$ cat config.mk
export PLATFORM = sky130hd
export DESIGN_NAME = video_top
export DESIGN_NICKNAME = d
export VERILOG_FILES = /design/src/logic/video_pkg.sv /design/src/logic/vid_wr_if.sv /design/src/logic/vid_pos_if.sv /design/src/logic/video_top.sv /design/src/logic/color_mixer.sv /design/src/logic/obj_layer.sv /design/src/logic/tile_layer.sv /design/src/logic/apb_video_port.sv /design/src/logic/video_timer.sv
export SDC_FILE = /design/constraint.sdc
export NUM_CORES = 2
export LEC_CHECK = 0
export BUFFER_PORTS_ARGS = -buffer_cell sky130_fd_sc_hd__buf_4
export CAP_MARGIN = 20
export CORE_ASPECT_RATIO = 1.5
export CORE_MARGIN = 2
export CORE_UTILIZATION = 25
export CTS_CLUSTER_DIAMETER = 100
export DETAILED_ROUTE_END_ITERATION = 8
export HOLD_SLACK_MARGIN = 0.05
export PLACE_DENSITY = 0.46
export SKIP_LAST_GASP = 1
export SYNTH_ARGS = -nofsm -noshare
export SYNTH_HDL_FRONTEND = slang
export SYNTH_MEMORY_MAX_BITS = 65536
export SYNTH_SLANG_ARGS = --single-unit
$ cat constraint.sdc
create_clock -name clk -period 11.3 [get_ports clk]
set_input_delay 2.825 -clock clk [delete_from_list [all_inputs] [get_ports clk]]
set_output_delay 2.825 -clock clk [all_outputs]
set_load 0.1 [all_outputs]
$ cat src/logic/video_pkg.sv
package video_pkg;

    // Raster geometry, kept small for short simulations
    localparam int H_TOTAL  = 64;
    localparam int H_ACTIVE = 48;
    localparam int HS_START = 52;
    localparam int HS_END   = 56;
    localparam int V_TOTAL  = 40;
    localparam int V_ACTIVE = 32;
    localparam int VS_START = 35;
    localparam int VS_END   = 37;
    localparam int CNT_W    = 7;

    // Tiles and sprites
    localparam int TILE_PX   = 8;
    localparam int FINE_W    = $clog2(TILE_PX);
    localparam int MAP_TILES = 8;
    localparam int MAP_WORDS = MAP_TILES * MAP_TILES;
    localparam int MAP_AW    = $clog2(MAP_WORDS);
    localparam int PAT_WORDS = 128;
    localparam int PAT_AW    = $clog2(PAT_WORDS);
    localparam int NUM_OBJ   = 8;
    localparam int OBJ_AW    = $clog2(NUM_OBJ);
    localparam int CODE_W    = 4;

    // Pixel, palette and colour widths
    localparam int PXL_W     = 4;
    localparam int PAL_WORDS = 1 << PXL_W;
    localparam int COLOR_W   = 4;
    localparam int RGB_W     = 3 * COLOR_W;

    // Scroll wraps over the 64x64 map
    localparam int SCR_W = 6;

    // CPU bus and address map, byte addresses
    localparam int APB_AW      = 12;
    localparam int DATA_W      = 32;
    localparam int IDX_W       = PAT_AW;
    localparam int ADDR_MAP    = 'h000;
    localparam int ADDR_PAT    = 'h200;
    localparam int ADDR_OBJ    = 'h400;
    localparam int ADDR_PAL    = 'h500;
    localparam int ADDR_SCROLL = 'h600;

    // Ticks from counter position to output pixel
    localparam int PIPE_DEPTH = 3;

endpackage
$ cat src/logic/vid_wr_if.sv
`timescale 1ns/100ps

interface vid_wr_if;

    // One strobe per RAM, never two at once
    logic                         map_we;
    logic                         pat_we;
    logic                         obj_we;
    logic                         pal_we;
    logic [video_pkg::IDX_W-1:0]  idx;
    logic [video_pkg::DATA_W-1:0] wdata;

    modport cpu (output map_we, pat_we, obj_we, pal_we, idx, wdata);

    modport tgt (input map_we, pat_we, obj_we, pal_we, idx, wdata);

endinterface

$ cat src/logic/vid_pos_if.sv
`timescale 1ns/100ps

interface vid_pos_if;

    logic [video_pkg::CNT_W-1:0] hcnt;
    logic [video_pkg::CNT_W-1:0] vcnt;
    logic                        active;
    logic                        hs;
    logic                        vs;

    // Timer side
    modport src (output hcnt, vcnt, active, hs, vs);

    // Layers and mixer follow the position
    modport snk (input hcnt, vcnt, active, hs, vs);

endinterface

$ cat src/logic/video_top.sv
`timescale 1ns/100ps

module video_top (
    input  logic                          clk,
    input  logic                          rst,
    input  logic                          pxl_cen,
    // APB slave
    input  logic                          psel,
    input  logic                          penable,
    input  logic                          pwrite,
    input  logic [video_pkg::APB_AW-1:0]  paddr,
    input  logic [video_pkg::DATA_W-1:0]  pwdata,
    output logic [video_pkg::DATA_W-1:0]  prdata,
    output logic                          pready,
    output logic                          pslverr,
    // Video out
    output logic [video_pkg::COLOR_W-1:0] red,
    output logic [video_pkg::COLOR_W-1:0] green,
    output logic [video_pkg::COLOR_W-1:0] blue,
    output logic                          hs,
    output logic                          vs,
    output logic                          de
);

    logic [video_pkg::SCR_W-1:0] scroll_x, scroll_y;
    logic [video_pkg::PXL_W-1:0] tile_pxl, obj_pxl;

    vid_pos_if pos_bus ();
    vid_wr_if  wr_bus ();

    video_timer u_vtimer (
        .clk     ( clk      ),
        .rst     ( rst      ),
        .pxl_cen ( pxl_cen  ),
        .pos     ( pos_bus  )
    );

    apb_video_port u_apb (
        .clk      ( clk      ),
        .rst      ( rst      ),
        .psel     ( psel     ),
        .penable  ( penable  ),
        .pwrite   ( pwrite   ),
        .paddr    ( paddr    ),
        .pwdata   ( pwdata   ),
        .prdata   ( prdata   ),
        .pready   ( pready   ),
        .pslverr  ( pslverr  ),
        .wr       ( wr_bus   ),
        .scroll_x ( scroll_x ),
        .scroll_y ( scroll_y )
    );

    tile_layer u_tile (
        .clk      ( clk      ),
        .rst      ( rst      ),
        .pxl_cen  ( pxl_cen  ),
        .pos      ( pos_bus  ),
        .wr       ( wr_bus   ),
        .scroll_x ( scroll_x ),
        .scroll_y ( scroll_y ),
        .tile_pxl ( tile_pxl )
    );

    obj_layer u_obj (
        .clk      ( clk      ),
        .rst      ( rst      ),
        .pxl_cen  ( pxl_cen  ),
        .pos      ( pos_bus  ),
        .wr       ( wr_bus   ),
        .obj_pxl  ( obj_pxl  )
    );

    color_mixer u_colmix (
        .clk      ( clk      ),
        .rst      ( rst      ),
        .pxl_cen  ( pxl_cen  ),
        .pos      ( pos_bus  ),
        .wr       ( wr_bus   ),
        .tile_pxl ( tile_pxl ),
        .obj_pxl  ( obj_pxl  ),
        .red      ( red      ),
        .green    ( green    ),
        .blue     ( blue     ),
        .hs       ( hs       ),
        .vs       ( vs       ),
        .de       ( de       )
    );

endmodule

$ cat src/logic/color_mixer.sv
`timescale 1ns/100ps

module color_mixer (
    input  logic                          clk,
    input  logic                          rst,
    input  logic                          pxl_cen,
    vid_pos_if.snk                        pos,
    vid_wr_if.tgt                         wr,
    input  logic [video_pkg::PXL_W-1:0]   tile_pxl,
    input  logic [video_pkg::PXL_W-1:0]   obj_pxl,
    output logic [video_pkg::COLOR_W-1:0] red,
    output logic [video_pkg::COLOR_W-1:0] green,
    output logic [video_pkg::COLOR_W-1:0] blue,
    output logic                          hs,
    output logic                          vs,
    output logic                          de
);

    logic [video_pkg::RGB_W-1:0]      pal_ram [video_pkg::PAL_WORDS];
    logic [video_pkg::PXL_W-1:0]      sel;
    logic [video_pkg::RGB_W-1:0]      rgb;
    logic [video_pkg::PIPE_DEPTH-1:0] act_sr;
    logic [video_pkg::PIPE_DEPTH-1:0] hs_sr;
    logic [video_pkg::PIPE_DEPTH-1:0] vs_sr;

    always_ff @(posedge clk) begin
        if (wr.pal_we) begin
            pal_ram[wr.idx[video_pkg::PXL_W-1:0]] <= wr.wdata[video_pkg::RGB_W-1:0];
        end
    end

    // Sprite over tiles, zero is transparent
    assign sel = (obj_pxl != '0) ? obj_pxl : tile_pxl;

    always_ff @(posedge clk) begin
        if (rst) begin
            act_sr <= '0;
            hs_sr  <= '0;
            vs_sr  <= '0;
            rgb    <= '0;
        end else if (pxl_cen) begin
            act_sr <= {act_sr[video_pkg::PIPE_DEPTH-2:0], pos.active};
            hs_sr  <= {hs_sr[video_pkg::PIPE_DEPTH-2:0], pos.hs};
            vs_sr  <= {vs_sr[video_pkg::PIPE_DEPTH-2:0], pos.vs};
            // Layer pixels arrive with the second tap
            rgb <= act_sr[video_pkg::PIPE_DEPTH-2] ? pal_ram[sel] : '0;
        end
    end

    assign red   = rgb[11:8];
    assign green = rgb[7:4];
    assign blue  = rgb[3:0];
    assign de    = act_sr[video_pkg::PIPE_DEPTH-1];
    assign hs    = hs_sr[video_pkg::PIPE_DEPTH-1];
    assign vs    = vs_sr[video_pkg::PIPE_DEPTH-1];

endmodule

$ cat src/logic/obj_layer.sv
`timescale 1ns/100ps

module obj_layer (
    input  logic                         clk,
    input  logic                         rst,
    input  logic                         pxl_cen,
    vid_pos_if.snk                       pos,
    vid_wr_if.tgt                        wr,
    output logic [video_pkg::PXL_W-1:0]  obj_pxl
);

    // Sprite table fields
    logic [7:0]                   obj_x   [video_pkg::NUM_OBJ];
    logic [7:0]                   obj_y   [video_pkg::NUM_OBJ];
    logic [video_pkg::PXL_W-1:0]  obj_col [video_pkg::NUM_OBJ];
    logic [video_pkg::NUM_OBJ-1:0] obj_en;

    logic [8:0]                   px;
    logic [8:0]                   py;
    logic [video_pkg::PXL_W-1:0]  hit_pxl;
    logic [video_pkg::PXL_W-1:0]  s1_pxl;

    always_ff @(posedge clk) begin
        if (wr.obj_we) begin
            obj_x[wr.idx[video_pkg::OBJ_AW-1:0]]   <= wr.wdata[7:0];
            obj_y[wr.idx[video_pkg::OBJ_AW-1:0]]   <= wr.wdata[15:8];
            obj_col[wr.idx[video_pkg::OBJ_AW-1:0]] <= wr.wdata[19:16];
        end
    end

    always_ff @(posedge clk) begin
        if (rst) begin
            obj_en <= '0;
        end else if (wr.obj_we) begin
            obj_en[wr.idx[video_pkg::OBJ_AW-1:0]] <= wr.wdata[24];
        end
    end

    // Nine bits so x+7 never wraps
    assign px = 9'(pos.hcnt);
    assign py = 9'(pos.vcnt);

    // Walk from the top index down, lowest index wins
    always_comb begin
        hit_pxl = '0;
        for (int i = video_pkg::NUM_OBJ - 1; i >= 0; i--) begin
            if (obj_en[i] &&
                px >= 9'(obj_x[i]) && px < 9'(obj_x[i]) + 9'(video_pkg::TILE_PX) &&
                py >= 9'(obj_y[i]) && py < 9'(obj_y[i]) + 9'(video_pkg::TILE_PX)) begin
                hit_pxl = obj_col[i];
            end
        end
    end

    always_ff @(posedge clk) begin
        if (rst) begin
            s1_pxl  <= '0;
            obj_pxl <= '0;
        end else if (pxl_cen) begin
            s1_pxl <= hit_pxl;
            // Extra stage to match the tile layer
            obj_pxl <= s1_pxl;
        end
    end

endmodule

$ cat src/logic/tile_layer.sv
`timescale 1ns/100ps

module tile_layer (
    input  logic                         clk,
    input  logic                         rst,
    input  logic                         pxl_cen,
    vid_pos_if.snk                       pos,
    vid_wr_if.tgt                        wr,
    input  logic [video_pkg::SCR_W-1:0]  scroll_x,
    input  logic [video_pkg::SCR_W-1:0]  scroll_y,
    output logic [video_pkg::PXL_W-1:0]  tile_pxl
);

    logic [video_pkg::CODE_W-1:0] map_ram [video_pkg::MAP_WORDS];
    logic [video_pkg::DATA_W-1:0] pat_ram [video_pkg::PAT_WORDS];

    logic [video_pkg::SCR_W-1:0]  sx;
    logic [video_pkg::SCR_W-1:0]  sy;
    logic [video_pkg::MAP_AW-1:0] map_addr;
    logic [video_pkg::CODE_W-1:0] code_q;
    logic [video_pkg::FINE_W-1:0] row_q;
    logic [video_pkg::FINE_W-1:0] col_q;
    logic [video_pkg::DATA_W-1:0] pat_row;

    // CPU writes land regardless of pxl_cen
    always_ff @(posedge clk) begin
        if (wr.map_we) begin
            map_ram[wr.idx[video_pkg::MAP_AW-1:0]] <= wr.wdata[video_pkg::CODE_W-1:0];
        end
        if (wr.pat_we) begin
            pat_ram[wr.idx[video_pkg::PAT_AW-1:0]] <= wr.wdata;
        end
    end

    // Scrolled position, wraps over the 64x64 map
    assign sx = pos.hcnt[video_pkg::SCR_W-1:0] + scroll_x;
    assign sy = pos.vcnt[video_pkg::SCR_W-1:0] + scroll_y;

    // Map entry is row * 8 + column
    assign map_addr = {sy[video_pkg::SCR_W-1:video_pkg::FINE_W],
                       sx[video_pkg::SCR_W-1:video_pkg::FINE_W]};

    assign pat_row = pat_ram[{code_q, row_q}];

    always_ff @(posedge clk) begin
        if (rst) begin
            code_q   <= '0;
            row_q    <= '0;
            col_q    <= '0;
            tile_pxl <= '0;
        end else if (pxl_cen) begin
            // Stage one: tile code and fine offsets
            code_q <= map_ram[map_addr];
            row_q  <= sy[video_pkg::FINE_W-1:0];
            col_q  <= sx[video_pkg::FINE_W-1:0];
            // Stage two: nibble c is column c
            tile_pxl <= pat_row[col_q * video_pkg::PXL_W +: video_pkg::PXL_W];
        end
    end

endmodule

$ cat src/logic/apb_video_port.sv
`timescale 1ns/100ps

module apb_video_port (
    input  logic                          clk,
    input  logic                          rst,
    input  logic                          psel,
    input  logic                          penable,
    input  logic                          pwrite,
    input  logic [video_pkg::APB_AW-1:0]  paddr,
    input  logic [video_pkg::DATA_W-1:0]  pwdata,
    output logic [video_pkg::DATA_W-1:0]  prdata,
    output logic                          pready,
    output logic                          pslverr,
    vid_wr_if.cpu                         wr,
    output logic [video_pkg::SCR_W-1:0]   scroll_x,
    output logic [video_pkg::SCR_W-1:0]   scroll_y
);

    logic                         hit_map, hit_pat, hit_obj, hit_pal, hit_scroll;
    logic                         unmapped;
    logic                         xfer;
    logic                         wr_ok;
    logic [video_pkg::APB_AW-1:0] base;
    logic [video_pkg::APB_AW-1:0] offset;

    function automatic logic in_region(input logic [video_pkg::APB_AW-1:0] a,
                                       input int base_addr, input int words);
        int addr_i;
        addr_i = int'(a);
        return (addr_i >= base_addr) && (addr_i < base_addr + 4 * words);
    endfunction

    always_comb begin
        hit_map    = in_region(paddr, video_pkg::ADDR_MAP, video_pkg::MAP_WORDS);
        hit_pat    = in_region(paddr, video_pkg::ADDR_PAT, video_pkg::PAT_WORDS);
        hit_obj    = in_region(paddr, video_pkg::ADDR_OBJ, video_pkg::NUM_OBJ);
        hit_pal    = in_region(paddr, video_pkg::ADDR_PAL, video_pkg::PAL_WORDS);
        hit_scroll = in_region(paddr, video_pkg::ADDR_SCROLL, 1);
        unmapped   = !(hit_map || hit_pat || hit_obj || hit_pal || hit_scroll);
        // Region base for the word index
        base = video_pkg::APB_AW'(video_pkg::ADDR_MAP);
        if (hit_pat) base = video_pkg::APB_AW'(video_pkg::ADDR_PAT);
        if (hit_obj) base = video_pkg::APB_AW'(video_pkg::ADDR_OBJ);
        if (hit_pal) base = video_pkg::APB_AW'(video_pkg::ADDR_PAL);
    end

    // Zero wait states, the access phase always completes
    assign pready = psel && penable;
    assign xfer   = pready;
    assign wr_ok  = xfer && pwrite && !unmapped;

    assign offset    = paddr - base;
    assign wr.idx    = offset[video_pkg::IDX_W+1:2];
    assign wr.wdata  = pwdata;
    assign wr.map_we = wr_ok && hit_map;
    assign wr.pat_we = wr_ok && hit_pat;
    assign wr.obj_we = wr_ok && hit_obj;
    assign wr.pal_we = wr_ok && hit_pal;

    always_ff @(posedge clk) begin
        if (rst) begin
            scroll_x <= '0;
            scroll_y <= '0;
        end else if (wr_ok && hit_scroll) begin
            scroll_x <= pwdata[video_pkg::SCR_W-1:0];
            scroll_y <= pwdata[8 +: video_pkg::SCR_W];
        end
    end

    // Only the scroll register reads back
    assign pslverr = xfer && (unmapped || (!pwrite && !hit_scroll));
    assign prdata  = (xfer && !pwrite && hit_scroll) ?
                     {18'd0, scroll_y, 2'd0, scroll_x} : '0;

endmodule

$ cat src/logic/video_timer.sv
`timescale 1ns/100ps

module video_timer (
    input  logic      clk,
    input  logic      rst,
    input  logic      pxl_cen,
    vid_pos_if.src    pos
);

    logic [video_pkg::CNT_W-1:0] hcnt;
    logic [video_pkg::CNT_W-1:0] vcnt;
    logic                        h_last;
    logic                        v_last;

    assign h_last = hcnt == video_pkg::CNT_W'(video_pkg::H_TOTAL - 1);
    assign v_last = vcnt == video_pkg::CNT_W'(video_pkg::V_TOTAL - 1);

    always_ff @(posedge clk) begin
        if (rst) begin
            hcnt <= '0;
            vcnt <= '0;
        end else if (pxl_cen) begin
            if (h_last) begin
                hcnt <= '0;
                // Line advances on the horizontal wrap
                vcnt <= v_last ? '0 : vcnt + 1'b1;
            end else begin
                hcnt <= hcnt + 1'b1;
            end
        end
    end

    assign pos.hcnt = hcnt;
    assign pos.vcnt = vcnt;

    assign pos.active = (hcnt < video_pkg::CNT_W'(video_pkg::H_ACTIVE)) &&
                        (vcnt < video_pkg::CNT_W'(video_pkg::V_ACTIVE));

    // Sync windows, end value excluded
    assign pos.hs = (hcnt >= video_pkg::CNT_W'(video_pkg::HS_START)) &&
                    (hcnt <  video_pkg::CNT_W'(video_pkg::HS_END));
    assign pos.vs = (vcnt >= video_pkg::CNT_W'(video_pkg::VS_START)) &&
                    (vcnt <  video_pkg::CNT_W'(video_pkg::VS_END));

endmodule

Yosys cells after proc, flatten, opt, wreduce, memory -nomap -nowiden
Memory sizes are Yosys's and may differ from the RTL's. A register that Yosys moved wholly into a read port is not among the register bits.
Cells that the tools add are included.
Word-level totals
  memories kept: 6
  register bits after elaboration: 73
  bits in writable memories: 4704
  input port bits: 50
  word-level logic and storage cells: 181
  output and inout bits: 49
Memory list
  u_tile.pat_ram: words 128, bits a word 32, rd ports 1, clocked after Yosys merged registers in 0, write ports 1, line tile_layer.sv:15  | logic [video_pkg::DATA_W-1:0] pat_ram [video_pkg::PAT_WORDS];
  u_tile.map_ram: words 64, bits a word 4, rd ports 1, clocked after Yosys merged registers in 1, write ports 1, line tile_layer.sv:14  | logic [video_pkg::CODE_W-1:0] map_ram [video_pkg::MAP_WORDS];
  u_colmix.pal_ram: words 16, bits a word 12, rd ports 1, clocked after Yosys merged registers in 0, write ports 1, line color_mixer.sv:19  | logic [video_pkg::RGB_W-1:0] pal_ram [video_pkg::PAL_WORDS];
  u_obj.obj_x: words 8, bits a word 8, rd ports 8, clocked after Yosys merged registers in 0, write ports 1, line obj_layer.sv:13  | logic [7:0] obj_x [video_pkg::NUM_OBJ];
  u_obj.obj_y: words 8, bits a word 8, rd ports 8, clocked after Yosys merged registers in 0, write ports 1, line obj_layer.sv:14  | logic [7:0] obj_y [video_pkg::NUM_OBJ];
  u_obj.obj_col: words 8, bits a word 4, rd ports 8, clocked after Yosys merged registers in 0, write ports 1, line obj_layer.sv:15  | logic [video_pkg::PXL_W-1:0] obj_col [video_pkg::NUM_OBJ];
Cells by class
  add/sub/neg operators: 21
  shifts and indexed selects: 1
  muxes and demuxes: 26
  reductions and logical operators: 62
  magnitude comparators: 49
  equality and inequality tests: 2
Operator list (number)
  adder 8 x 4 -> 9 bit (second input constant): 16
  < comparator 7 x 9 -> 1 bit: 16
  greater-or-equal comparator 7 x 8 -> 1 bit: 16
  logical AND 1 bit: 52
  < comparator 12 x 11 -> 1 bit (second input constant): 4
  greater-or-equal comparator 12 x 11 -> 1 bit (second input constant): 3
  two-way mux 4 bit: 9
  indexed part select 32 x 6 -> 4 bit: 1
  < comparator 7 x 6 -> 1 bit (second input constant): 4
  two-way mux 9 bit: 2
  adder 7 x 1 -> 7 bit (second input constant): 2
  equality test 7 x 6 -> 1 bit (second input constant): 2
  greater-or-equal comparator 7 x 6 -> 1 bit (second input constant): 2
  two-way mux 14 bit: 1
  two-way mux 7 bit: 2
  adder 6 bit: 2
  greater-or-equal comparator 12 x 10 -> 1 bit (second input constant): 1
  < comparator 12 x 9 -> 1 bit (second input constant): 1
  two-way mux 12 bit: 1
  two-way mux 1 bit: 9
  subtractor 9 bit: 1
  bitwise mux 8 bit: 1
  logical OR 1 bit: 5
  < comparator 3 x 4 -> 1 bit (second input constant): 1
  5 further kinds: 7

Logic depth before layout (Yosys ltp)
An unclocked memory read counts as a cell.
  depth after elaboration: 14
  depth in mapped cells: 14

Cells and area by module
A second synthesis with hierarchy kept.
Unflattened totals
  cell total of the unflattened synthesis: 9158
  area total of the unflattened synthesis: 189409.2 um2
By module, submodules not included
  tile_layer: instances 1, area an instance 168172.5 um2, sequential area each 130965.6 um2, cells an instance 7395
  obj_layer: instances 1, area an instance 10876.7 um2, sequential area each 5124.9 um2, cells an instance 957
  color_mixer: instances 1, area an instance 8403.1 um2, sequential area each 6185.9 um2, cells an instance 586
  apb_video_port: instances 1, area an instance 1221.2 um2, sequential area each 240.2 um2, cells an instance 144
  video_timer: instances 1, area an instance 735.7 um2, sequential area each 280.3 um2, cells an instance 76

Worst setup path after synthesis
OpenSTA, ideal clock, no wires.
  path type: input to output
  from: input port paddr[7] (netlist name)
  to: output port prdata[1] (netlist name)
  setup slack: 1.839 ns
  data arrival time: 6.636 ns
  required time: 8.475 ns
  cell stages on the path: 6
  buffers on the path: 1
  cells stage by stage: clkbuf_1 -> nor2_1 -> nand2_1 -> nor3_1 -> nand4_1 -> nor4_1
On the way
  word-level cells in the longest chain between the ends: 4
  elaborated cells between the ends (all ways): 5
  those cells by class: order compare (2); mux (1); reduce/logical (2)
Ends and longest elaborated chain
  start, declared: line video_top.sv:11  | input logic [video_pkg::APB_AW-1:0] paddr,
  greater-or-equal comparator 12 x 11 -> 1 bit / < comparator 12 x 11 -> 1 bit (equally long branches): line apb_video_port.sv:30  | return (addr_i >= base_addr) && (addr_i < base_addr + 4 * words);
  logical AND 1 bit *: line apb_video_port.sv:30
  logical AND 1 bit *: line apb_video_port.sv:72  | assign prdata = (xfer && !pwrite && hit_scroll) ?
  two-way mux 14 bit *: line apb_video_port.sv:72
  end, declared: line video_top.sv:13  | output logic [video_pkg::DATA_W-1:0] prdata,
Every way passes the cells marked *; elsewhere a longest branch is shown, timed or not.

Final worst setup path
  from: input port paddr[6] (netlist name)
  to: output port prdata[12] (netlist name)
The elaborated chain is that of the path after synthesis.

==> run summary <==
Pin count of the biggest net entering global routing: 130
Clock sink count: 4781
Type of origin of the critical path: primary input
Worst-Skew Late Latency: 1040 ps
Post-synth EDFFs: 4704
Vias: 92273
Register area share after synthesis: 75.98%
Async SR Flop Fraction: 0%
Switching Fraction: 21.10%
Mean Syn Cell Area: 20.49 sq um
Final setup violating endpoints: 0
Count leader, synth: edfxtp_1
Max Slew Vio Count: 0
Tcrit/Tclk final: 73.44%
Internal Pwr Total: 28.59 mW
Clock Skew: 61.06 ps
Reg-to-Reg Start: u_tile.row_q[0]
Clock buffer depth: 5
Gpl congestion: 0.8120
Layout cells sized above 1: 24.70%
Setup_tns: 0 ps
Area leader, netlist: edfxtp_1
CORE AREA: 750500 sq um
Worst-Margin Slew: 1286 ps
Pwr/cell area: 166.3 nW/um^2
FF-to-FF path depth: 12
Routed Antenna Nets: 0
Outcome: completed
Synth top cells by count: edfxtp_1 (4704), mux4_2 (1079), nor2_1 (484), nand2_1 (321), mux2i_1 (287)
# DRC: 0
Distinct cell type count after synthesis: 67
Initial Utilization: 25.04%
Routed met2 length: 306000 microns
CTS Hold Bufs: 0
Antenna violations before repair: 31
H-tree Lvls: 5
HP Class: flop to flop
First-pass GRT wire length: 775900 microns
Slew Limit Headroom: 14.28%
Worst setup EP type: output pin
CTS buffer count: 445
Metal3 WL: 24560 microns
Area grow syn2layout: 15.96%
Synth warn: 0
Top post-synthesis cells by area: edfxtp_1 (75%), mux4_2 (13%), mux2i_1 (1.5%), ha_1 (1.4%), nor2_1 (0.97%)
Top cell type's share of synthesized area: 75.16%
Worst path slowest cell: nor3_1
Hold Vio Cnt, Final: 0
Die H: 1066 microns
Most used DFF post-synth: edfxtp_1
Reg power frac: 53.8%
CP Max Fanout: 14
DR vias/cell: 4.626
Max stage delay on crit path: 650 ps
Setup WS pre-CTS: 2978 ps
WP data arrival: 5470 ps
Filler cells: 73421
Post-CTS sizing: 0
CP endpoint: prdata[12]
Reg2Reg Setup Slack: 5610 ps
Nets: 9837
Worst reg2reg endpoint: u_tile.tile_pxl[2]
GRT Residual Overflow: 0
DR iter-0 viols: 8424
Cell Area, Synth: 187900 sq um
WS Path Type: primary input to output pin
WL per Instance: 28.27 microns
TritonCTS clock tree: yes
Top achievable clock speed: 120.5 MHz
Combinational Power Share: 3.3%
Rows: 390
Clock power share: 42.9%
# port buffers: 76
Drt pass-1 iters: 6
Origin of the worst setup path: paddr[6]
Sequence of cells on the critical path: buf_4, nor2_1, nand2_1, nor3_1, nand4_1, nor3_1, and2_1, buf_4
Dpl hpwl: 330900 microns
Clk pin slew, worst setup/hold paths: 70 ps
Max VDD drop: 0.0001158 V
Synth Instances: 9171
Pleak: 65.56 nW
IO Pins: 99
CP Data Required Time: 8480 ps
DIE AREA: 758800 sq um
WL final: 563900 microns
Topmost layer with routed signal wires: met5
Sw power: 7.643 mW
Vias in the first global route: 97395
Root buf cell: clkbuf_16
Maxcap violations: 0
Die W: 711.9 microns
RSZ-0062 raised after global routing: no
Met1 wire length: 206300 microns
Seq cells post-synth: 4781
Post-CTS Setup Bufs: 0
Total GRT Usage: 14.47%
Tmin final: 8298 ps
Final Worst Setup Slack: 3002 ps
[cells by family (layout without fill, tap and decap cells)]
| group | Yosys count | after routing | share of synthesized area (%) |
|---|---|---|---|
| multiplexers | 1468 | 1468 | 15.07 |
| adder cells (fa/ha/maj) | 206 | 206 | 1.379 |
| flip-flops | 4781 | 4781 | 75.98 |
| XOR/XNOR | 53 | 53 | 0.2470 |
| other | 1 | 31 | 0.001995 |
| buffers and inverters | 635 | 1383 | 1.597 |
| AND/OR/NAND/NOR | 1157 | 1157 | 2.692 |
| AO/OA/AOI/OAI | 870 | 870 | 3.029 |
[through the flow]
stage	std cells	area (sq um)	total power, mW	utilization [%]	hold WS (ps)
finish	19945	217900	36.23	29.04	488.3
global route	19935	217900	37.23	29.03	505.5
CTS	19921	217700	36.62	29.01	488.6
detailed placement	19117	202900	21.11	27.04	479.1
global placement	19105	202700	21.08	27.02	463.2
floorplan	9190	188000	20.32	-	440.7
[routing by layer]
metal  vias to the layer above  track usage (%)
li1                      38628                -
met1                     50218            16.20
met2                      2668            27.38
met3                       751            1.629
met4                         8            6.528
met5                         -                0
[worst min-delay path by stage]
stage | startpoint | to | slack, ps | cells past startpoint
5_1_grt | u_colmix.hs_sr[0] | u_colmix.hs_sr[0] | 510 | 2
4_1_cts | u_colmix.vs_sr[0] | u_colmix.vs_sr[0] | 490 | 2
3_3_place_gp | u_colmix.vs_sr[0] | u_colmix.vs_sr[0] | 460 | 2
3_5_place_dp | u_colmix.vs_sr[0] | u_colmix.vs_sr[0] | 480 | 2
2_1_floorplan | u_colmix.hs_sr[0] | u_colmix.hs_sr[0] | 440 | 2
6_report | u_colmix.vs_sr[0] | u_colmix.vs_sr[0] | 490 | 2
[power by group through the flow]
| stage | clock network, mW | registers [mW] | logic, mW |
|---|---|---|---|
| floorplan | 0 | 19.9 | 0.462 |
| global placement | 0 | 19.9 | 1.21 |
| detailed placement | 0 | 19.9 | 1.24 |
| CTS | 15.9 | 19.5 | 1.24 |
| global route | 16.5 | 19.5 | 1.27 |
| finish | 15.5 | 19.5 | 1.21 |
[worst max-delay path: cells and delay by family]
kind          cells  cell delay (ps)
buf+inv           2              460
simple gates      6             2190
[cell type report]
class	instances	area, sq um	share of cell area (%)
Antenna cell	11	27.53	0.01263
Inverter	145	544.3	0.2498
Clock buffer	512	11510	5.282
Clock inverter	292	3282	1.506
Tap cell	9996	12510	5.739
Multi-Input combinational cell	3774	43450	19.94
Timing Repair Buffer	434	3789	1.739
Sequential cell	4781	142800	65.54
[cells in the final DEF (no fill, tap or decap), drive strengths merged, types with 183 or more instances in the layout]
cell type	instances
edfxtp	4704
mux4	1079
clkbuf	516
nor2	484
buf	430
nand2	321
mux2i	287
a21oi	212
ha	204
o21ai	191
clkinv	183
[state kept, by name (all words and copies together) (netlist names), 6 cells and up]
| register | flops |
|---|---|
| u_apb.scroll_x | 6 |
| u_apb.scroll_y | 6 |
| u_colmix.pal_ram | 192 |
| u_colmix.rgb | 12 |
| u_obj.obj_col | 32 |
| u_obj.obj_en | 8 |
| u_obj.obj_x | 64 |
| u_obj.obj_y | 64 |
| u_tile.map_ram | 256 |
| u_tile.pat_ram | 4096 |
| u_vtimer.pos.hcnt | 7 |
| u_vtimer.pos.vcnt | 7 |
No activity file was read; power rests on OpenSTA's default activity.
